File: src/hdl/rename_pkg.sv
// register-file geometry; architectural register 0 always maps to physical register 0.
package rename_pkg;

    // architectural registers seen by the instruction set.
    localparam int NUM_AREGS = 32;

    // physical registers behind the map, entry 0 is never handed out.
    localparam int NUM_PREGS = 64;

    // architectural register index.
    typedef logic [$clog2(NUM_AREGS)-1:0] areg_idx_t;

    // physical register index.
    typedef logic [$clog2(NUM_PREGS)-1:0] preg_idx_t;

    // one extra bit so the count can reach the full register file.
    typedef logic [$clog2(NUM_PREGS):0] free_count_t;

endpackage

File: src/hdl/rob_pkg.sv
// reorder-buffer geometry; depth must be a power of two for pointer wrap.
package rob_pkg;

    // entries in flight between rename and commit.
    localparam int ROB_DEPTH = 16;

    // slot index, wraps naturally at the depth.
    typedef logic [$clog2(ROB_DEPTH)-1:0] rob_idx_t;

    // occupancy, needs to represent a full buffer.
    typedef logic [$clog2(ROB_DEPTH):0] rob_count_t;

endpackage

File: src/hdl/commit_if.sv
// one commit per cycle, no back-pressure; prev_preg is answered combinationally.
`timescale 1ns/1ns

interface commit_if;
    import rename_pkg::*;

    logic      valid;
    areg_idx_t areg;
    preg_idx_t preg;
    // old committed mapping of areg.
    preg_idx_t prev_preg;

    // reorder buffer offers its head entry.
    modport rob (output valid, output areg, output preg);

    // retire map takes the new mapping and reports the old one.
    modport retire (input valid, input areg, input preg, output prev_preg);

    // free list reclaims the displaced register.
    modport reclaim (input valid, input prev_preg);

endinterface

File: src/hdl/rename_map.sv
// speculative map; source lookups are combinational and flush restores in one edge.
`timescale 1ns/1ns

module rename_map (
    input  logic                 clock,
    input  logic                 reset,
    input  logic                 rename_fire,
    input  rename_pkg::areg_idx_t rename_dest,
    input  rename_pkg::preg_idx_t rename_dest_preg,
    input  rename_pkg::areg_idx_t src1,
    input  rename_pkg::areg_idx_t src2,
    output rename_pkg::preg_idx_t src1_preg,
    output rename_pkg::preg_idx_t src2_preg,
    input  logic                 flush,
    input  rename_pkg::preg_idx_t retired_map [rename_pkg::NUM_AREGS]
);
    import rename_pkg::*;

    preg_idx_t spec_table [NUM_AREGS];

    // lookups see the table before this instruction's own write.
    assign src1_preg = spec_table[src1];
    assign src2_preg = spec_table[src2];

    always_ff @(posedge clock) begin
        if (reset) begin
            for (int i = 0; i < NUM_AREGS; i++) begin
                spec_table[i] <= '0;
            end
        end else if (flush) begin
            // throw away every speculative mapping.
            spec_table <= retired_map;
        end else if (rename_fire && (rename_dest != '0)) begin
            spec_table[rename_dest] <= rename_dest_preg;
        end
    end

endmodule

File: src/hdl/retire_map.sv
// committed map; entry 0 is never written, so prev_preg for areg 0 is always 0.
`timescale 1ns/1ns

module retire_map (
    input  logic                 clock,
    input  logic                 reset,
    commit_if.retire             commit,
    output rename_pkg::preg_idx_t retired_map [rename_pkg::NUM_AREGS]
);
    import rename_pkg::*;

    preg_idx_t arch_table [NUM_AREGS];

    // the displaced register goes back to the free list.
    assign commit.prev_preg = (commit.areg == '0) ? '0 : arch_table[commit.areg];

    // full copy for flush recovery.
    assign retired_map = arch_table;

    always_ff @(posedge clock) begin
        if (reset) begin
            for (int i = 0; i < NUM_AREGS; i++) begin
                arch_table[i] <= '0;
            end
        end else if (commit.valid && (commit.areg != '0)) begin
            arch_table[commit.areg] <= commit.preg;
        end
    end

endmodule

File: src/hdl/free_list.sv
// free register queue; releases only at commit, so flush just rewinds the speculative head.
`timescale 1ns/1ns

module free_list (
    input  logic                   clock,
    input  logic                   reset,
    input  logic                   alloc,
    output rename_pkg::preg_idx_t   alloc_preg,
    output logic                   has_free,
    commit_if.reclaim              commit,
    input  logic                   commit_alloc,
    input  logic                   flush,
    output rename_pkg::free_count_t free_count
);
    import rename_pkg::*;

    // one slot per physical register, 63 live entries at most.
    preg_idx_t queue [NUM_PREGS];

    // pointers are register-sized and wrap at the queue depth.
    preg_idx_t spec_head;
    preg_idx_t ret_head;
    preg_idx_t tail;
    preg_idx_t occupancy;
    logic      release_fire;

    assign occupancy    = tail - spec_head;
    assign free_count   = free_count_t'(occupancy);
    assign has_free     = (occupancy != '0);
    assign alloc_preg   = queue[spec_head];
    assign release_fire = commit.valid && (commit.prev_preg != '0);

    always_ff @(posedge clock) begin
        if (reset) begin
            // registers 1 to 63 in order, last slot empty.
            for (int i = 0; i < NUM_PREGS - 1; i++) begin
                queue[i] <= preg_idx_t'(i + 1);
            end
            queue[NUM_PREGS-1] <= '0;
            spec_head <= '0;
            ret_head  <= '0;
            tail      <= preg_idx_t'(NUM_PREGS - 1);
        end else begin
            if (release_fire) begin
                queue[tail] <= commit.prev_preg;
                tail        <= tail + 1'b1;
            end

            // committed allocations follow the same order as renames.
            if (commit_alloc) begin
                ret_head <= ret_head + 1'b1;
            end

            if (flush) begin
                spec_head <= ret_head;
            end else if (alloc) begin
                spec_head <= spec_head + 1'b1;
            end
        end
    end

endmodule

File: src/hdl/reorder_buffer.sv
// in-order commit of one entry per cycle; completing an empty slot is not checked here.
`timescale 1ns/1ns

module reorder_buffer (
    input  logic                  clock,
    input  logic                  reset,
    input  logic                  rename_fire,
    input  rename_pkg::areg_idx_t  rename_dest,
    input  rename_pkg::preg_idx_t  rename_dest_preg,
    output rob_pkg::rob_idx_t      tail_idx,
    output logic                  not_full,
    input  logic                  complete_valid,
    input  rob_pkg::rob_idx_t      complete_rob_idx,
    input  logic                  flush,
    commit_if.rob                 commit
);
    import rename_pkg::*;
    import rob_pkg::*;

    // destination pair of each renamed instruction.
    areg_idx_t entry_areg [ROB_DEPTH];
    preg_idx_t entry_preg [ROB_DEPTH];
    logic [ROB_DEPTH-1:0] done;

    rob_idx_t   head;
    rob_idx_t   tail;
    rob_count_t count;

    assign tail_idx = tail;
    assign not_full = (count != rob_count_t'(ROB_DEPTH));

    // oldest entry leaves once its result is in.
    assign commit.valid = (count != '0) && done[head] && !flush;
    assign commit.areg  = entry_areg[head];
    assign commit.preg  = entry_preg[head];

    always_ff @(posedge clock) begin
        if (rename_fire) begin
            entry_areg[tail] <= rename_dest;
            entry_preg[tail] <= rename_dest_preg;
        end
    end

    always_ff @(posedge clock) begin
        if (reset || flush) begin
            head  <= '0;
            tail  <= '0;
            count <= '0;
            done  <= '0;
        end else begin
            if (complete_valid) begin
                done[complete_rob_idx] <= 1'b1;
            end
            // a new entry starts out pending.
            if (rename_fire) begin
                done[tail] <= 1'b0;
                tail       <= tail + 1'b1;
            end
            if (commit.valid) begin
                head <= head + 1'b1;
            end

            if (rename_fire && !commit.valid) begin
                count <= count + 1'b1;
            end else if (!rename_fire && commit.valid) begin
                count <= count - 1'b1;
            end
        end
    end

endmodule

File: src/hdl/rename_top.sv
// one rename and at most one commit per cycle; complete and flush come from outside.
`timescale 1ns/1ns

module rename_top (
    input  logic                   clock,
    input  logic                   reset,
    input  logic                   rename_valid,
    input  rename_pkg::areg_idx_t   rename_src1,
    input  rename_pkg::areg_idx_t   rename_src2,
    input  rename_pkg::areg_idx_t   rename_dest,
    output logic                   rename_ready,
    output rename_pkg::preg_idx_t   rename_src1_preg,
    output rename_pkg::preg_idx_t   rename_src2_preg,
    output rename_pkg::preg_idx_t   rename_dest_preg,
    output rob_pkg::rob_idx_t       rename_rob_idx,
    input  logic                   complete_valid,
    input  rob_pkg::rob_idx_t       complete_rob_idx,
    input  logic                   flush,
    output logic                   commit_valid,
    output rename_pkg::areg_idx_t   commit_areg,
    output rename_pkg::preg_idx_t   commit_preg,
    output rename_pkg::preg_idx_t   commit_prev_preg,
    output rename_pkg::free_count_t free_count
);
    import rename_pkg::*;

    commit_if commit_bus ();

    preg_idx_t retired_map [NUM_AREGS];
    preg_idx_t alloc_preg;
    logic      has_free;
    logic      rob_not_full;
    logic      dest_zero;
    logic      rename_fire;
    logic      alloc;
    logic      commit_alloc;

    assign dest_zero = (rename_dest == '0);

    // destination 0 needs no free register.
    assign rename_ready = rob_not_full && (has_free || dest_zero) && !flush;
    assign rename_fire  = rename_valid && rename_ready;
    assign alloc        = rename_fire && !dest_zero;

    assign rename_dest_preg = dest_zero ? '0 : alloc_preg;

    // retired head moves only for commits that took a register.
    assign commit_alloc = commit_bus.valid && (commit_bus.areg != '0);

    assign commit_valid     = commit_bus.valid;
    assign commit_areg      = commit_bus.areg;
    assign commit_preg      = commit_bus.preg;
    assign commit_prev_preg = commit_bus.prev_preg;

    rename_map u_rename_map (
        .clock            (clock),
        .reset            (reset),
        .rename_fire      (rename_fire),
        .rename_dest      (rename_dest),
        .rename_dest_preg (rename_dest_preg),
        .src1             (rename_src1),
        .src2             (rename_src2),
        .src1_preg        (rename_src1_preg),
        .src2_preg        (rename_src2_preg),
        .flush            (flush),
        .retired_map      (retired_map)
    );

    retire_map u_retire_map (
        .clock       (clock),
        .reset       (reset),
        .commit      (commit_bus.retire),
        .retired_map (retired_map)
    );

    free_list u_free_list (
        .clock        (clock),
        .reset        (reset),
        .alloc        (alloc),
        .alloc_preg   (alloc_preg),
        .has_free     (has_free),
        .commit       (commit_bus.reclaim),
        .commit_alloc (commit_alloc),
        .flush        (flush),
        .free_count   (free_count)
    );

    reorder_buffer u_reorder_buffer (
        .clock            (clock),
        .reset            (reset),
        .rename_fire      (rename_fire),
        .rename_dest      (rename_dest),
        .rename_dest_preg (rename_dest_preg),
        .tail_idx         (rename_rob_idx),
        .not_full         (rob_not_full),
        .complete_valid   (complete_valid),
        .complete_rob_idx (complete_rob_idx),
        .flush            (flush),
        .commit           (commit_bus.rob)
    );

endmodule

File: config.mk
export PLATFORM = sky130hd
export DESIGN_NAME = rename_top
export DESIGN_NICKNAME = d
export VERILOG_FILES = /design/src/hdl/rename_pkg.sv /design/src/hdl/rob_pkg.sv /design/src/hdl/commit_if.sv /design/src/hdl/rename_map.sv /design/src/hdl/retire_map.sv /design/src/hdl/free_list.sv /design/src/hdl/reorder_buffer.sv /design/src/hdl/rename_top.sv
export SDC_FILE = /design/constraint.sdc
export NUM_CORES = 2
export LEC_CHECK = 0
export BUFFER_PORTS_ARGS = -buffer_cell sky130_fd_sc_hd__buf_2
export CAP_MARGIN = 10
export CORE_MARGIN = 5
export CORE_UTILIZATION = 68
export DETAILED_ROUTE_END_ITERATION = 16
export PLACE_DENSITY_LB_ADDON = 0.1
export SYNTH_ARGS = -nofsm -noshare
export SYNTH_HDL_FRONTEND = slang
export SYNTH_HIERARCHICAL = 1
export SYNTH_SLANG_ARGS = --single-unit
File: constraint.sdc
create_clock -name clock -period 12.67 [get_ports clock]
set_input_delay 0 -clock clock [delete_from_list [all_inputs] [get_ports clock]]
set_output_delay 0 -clock clock [all_outputs]
set_load 0.01 [all_outputs]
==> flow_summary_export.csv <==
group,metric,value,unit
critical_path,required,13.08,ns
sta,min_period,7.23,ns
synthesis,synth_warnings,6,
floorplanning,die_w,277,um
synthesis,yosysTopAreaCell,"edfxtp_1",
grt,antenna_found_initial,9,
synthesis,syn_area,0.0486,mm^2
grt,grt_pass1_wl,229000,um
synthesis,synthTopCellsByArea,"edfxtp_1, dfxtp_1, mux4_2",
routing,first_iter_violations,6086,
floorplanning,core,0.0711,mm^2
routing,routed_via_density,7.40,
routing,post_drt_wl_per_cell,30.7,um
synthesis,synth_seq_cells,1001,
synthesis,synth_top_family_by_area,"multiplexers",
grt,overflow,0,
routing,wl,154000,um
layout,drive_gt1_frac,0.171,
floorplanning,pin_count,72,
synthesis,syn_inst,4164,
placement,dp_slack,5.57,ns
pwr,peakVddDrop,0.000134,V
layout,filler_cell_count,4618,
placement,port_buffers,70,
routing,via_count,37200,
grt,grt_usage,0.390,
cts,cts_setup_buffers,0,
critical_path,arrival,7.64,ns
pwr,power_leakage,0.0163,uW
pwr,netSwitchingPower,1670,uW
cts,clock_latency,0.68,ns
synthesis,syn_area_per_cell,11.7,um^2
critical_path,critical_path_buf_inv_count,3,
layout,finalNetCount,4029,
sta,worst_slack,5.44,ns
critical_path,cp_max_fo,66,
sta,setup_tns,0,ns
cts,clock-sinks,1001,
grt,grt_most_used_layer,"met2",
sta,skew,0.0491,ns
floorplanning,start_util,0.683,
critical_path,r2r_slack,5.44,ns
synthesis,synth_common_cells,"edfxtp_1, dfxtp_1, nor2_1, clkbuf_1, o21ai_0",
synthesis,async_reset_ff_frac,0,
synthesis,synthSimpleGateAreaFrac,0.157,
critical_path,crit_slowest_cell,"buf_4",
sta,hold_violations,0,
critical_path,crit_family,"simple AND/OR/NAND/NOR gates",
grt,grt_util_met1,0.544,
pwr,p_seq_frac,0.492,
critical_path,critPathKind,"flop to flop",
critical_path,cp_common_cell,"buf_4",
floorplanning,die_area,0.0769,mm^2
cts,clkSlewWorstSetupHoldPaths,0.06,ns
pwr,comb_power_share,0.066,
synthesis,yosys.area.top_type_share,0.346,
synthesis,synth-xor-area-share,0.00433,
synthesis,synth_seq_area_share,0.528,
cts,clockRootBuffer,"clkbuf_16",
placement,dpl.hpwl,95300,um
critical_path,path_cells,"buf_4, mux4_2, mux4_4, buf_4, mux2i_1, o22ai_1, nor4_1, a31oi_4, buf_4, nor4_1, nand2_2, and3b_1, nand3_1, nor2_1, or2_2",
layout,utilization,0.740,
sta,rsz0062_at_grt,"false",
grt,use_met2,0.583,
sta,relSlewSlack,0.192,
placement,place_congestion,0.990,
worst_hold_path,min_path_type,"input port to flop",
cts,numCtsBuffers,101,
synthesis,muxShareOfSynthArea,0.168,
synthesis,synth_edf_count,560,
synthesis,synthFlopType,"edfxtp_1",
critical_path,start_kind,"flop",
routing,ant_nets,0,
routing,drt_first_pass_iters,10,
routing,drcViolationCount,0,
pwr,clkPwrFrac,0.442,
floorplanning,fp-row-count,98,
sta,setup_violations,0,
grt,grt_max_degree,173,
grt,first_global_vias,35600,
synthesis,synthMostInstantiatedCell,"edfxtp_1",
cts,htree_levels,3,
synthesis,yosysUniqueCellTypes,78,
sta,finalMaxSlewViolations,0,
job,cap_violations,0,
pwr,internal_power,5490,uW
grt,grt_use_met3,0.116,
pwr,power.density,136,mW/mm^2
cts,clockBufferDepth,3,
synthesis,syn_nets,4207,
sta,whs,0.144,ns
layout,area_growth,8.40,%
synthesis,synth_fa_ha_area_frac,0.00520,
cts,tritoncts,"done",
synthesis,synth_compound_area_frac,0.0962,
sta,max_freq,138,MHz
sta,finalCritPeriodShare,0.570,
sta,tightestPinTransition,1.21,ns
critical_path,slowest_delay,1.03,ns
pwr,power.share.switching,0.233,
outcome,status,"complete, no violations",
critical_path,cp-end-kind,"flop",
floorplanning,die_h,277,um
==> cells by family (layout without fill, tap and decap cells) <==
kind of cell               count (synthesis)  after routing
AOI/OAI and AO/OA                        748            748
xor gates and xnor gates                  24             24
adders and majority gates                 19             19
buffers and inverters                    453            360
DFF                                     1001           1001
muxes                                    473            473
other                                      1              3
and+or+nand+nor                         1445           1445
==> layer usage <==
metal	routed length (um)	up-vias	share of wire
met5	38	-	0.00025
met4	7670	6	0.050
met3	22000	530	0.14
met2	68600	2971	0.44
met1	56000	18300	0.36
li1	-	15400	-
==> registers in the layout, indices dropped and copies added, names as in the netlist, named ones only <==
register,flops
u_free_list/ret_head,6
u_reorder_buffer/entry_preg,96
u_rename_map/spec_table,192
u_free_list/spec_head,6
u_free_list/tail,6
u_reorder_buffer/entry_areg,80
u_free_list/queue,384
u_reorder_buffer/tail_idx,4
u_reorder_buffer/head,4
u_retire_map/retired_map,192
u_reorder_buffer/done,16
u_reorder_buffer/count,5
==> path summary, 6_finish.rpt <==
path,start,to,depth (start not counted)
setup reg to reg,flop,u_free_list/queue[39][4]$_SDFFCE_PN0P_,15
hold / removal,rename_valid,flop,7
hold reg to reg,u_retire_map/retired_map[16]$_SDFFE_PP0P_,u_rename_map/spec_table[16]$_SDFFE_PP0P_,2
setup / recovery,flop,u_free_list/queue[39][4]$_SDFFCE_PN0P_,15
==> repair_timing <==
item | in CTS | in global routing
hold buffers | 16 | 0
endpoints found under the hold margin | 168 | 0
gates resized for setup | 0 | 0
==> metrics by stage <==
| step | std cells | area, um^2 | total power, uW |
|---|---|---|---|
| after global routing | 5022 | 52600 | 7340 |
| after floorplan | 4164 | 48600 | 3880 |
| after CTS | 5019 | 52600 | 7150 |
| after detailed placement | 4815 | 48900 | 4040 |
| final | 5023 | 52600 | 7160 |
| after global placement | 4815 | 48900 | 4020 |
==> area by class of cell <==
type	count	area, um^2	share of cell area
clock buffer	132	2760	0.0523
sequential	1001	25700	0.487
antenna	2	5.00	0.0000951
tap	950	1190	0.0226
inverter	18	75.1	0.00143
timing repair buffer	154	1070	0.0203
multi-input combinational	2710	21100	0.401
clock inverter	56	774	0.0147
==> power groups by stage <==
stage	clock network (uW)	logic, uW	registers, uW
after floorplan	0	308	3570
after global placement	0	436	3590
after detailed placement	0	448	3590
after CTS	3180	455	3520
after global routing	3320	487	3530
final	3170	472	3520
==> layout by cell type (no fill, tap or decap), types with 68 or more instances in the layout <==
master     netlist  final
edfxtp_1       560    560
nand2_1        169    169
nor2_1         363    363
or3_1          194    194
a311oi_1       186    186
o21ai_0        273    273
dfxtp_1        441    436
clkbuf_16        0    101
nand3_1        272    272
mux2i_1        185    185
mux4_2         261    260
buf_2           61     68
a21oi_1        170    170
and2_1         208    208
==> worst register-to-register path, stage by stage, from the launching register on <==
cell     delay, ns
dfxtp_2       0.31
buf_4         0.67
mux4_2        0.40
mux4_4        0.90
buf_4         1.09
mux2i_1       0.35
o22ai_1       0.11
nor4_1        0.64
a31oi_4       0.13
buf_4         0.31
nor4_1        0.28
nand2_2       0.18
and3b_1       0.33
nand3_1       0.66
nor2_1        0.20
or2_2         0.40
Power figures use the tool's default switching activity.
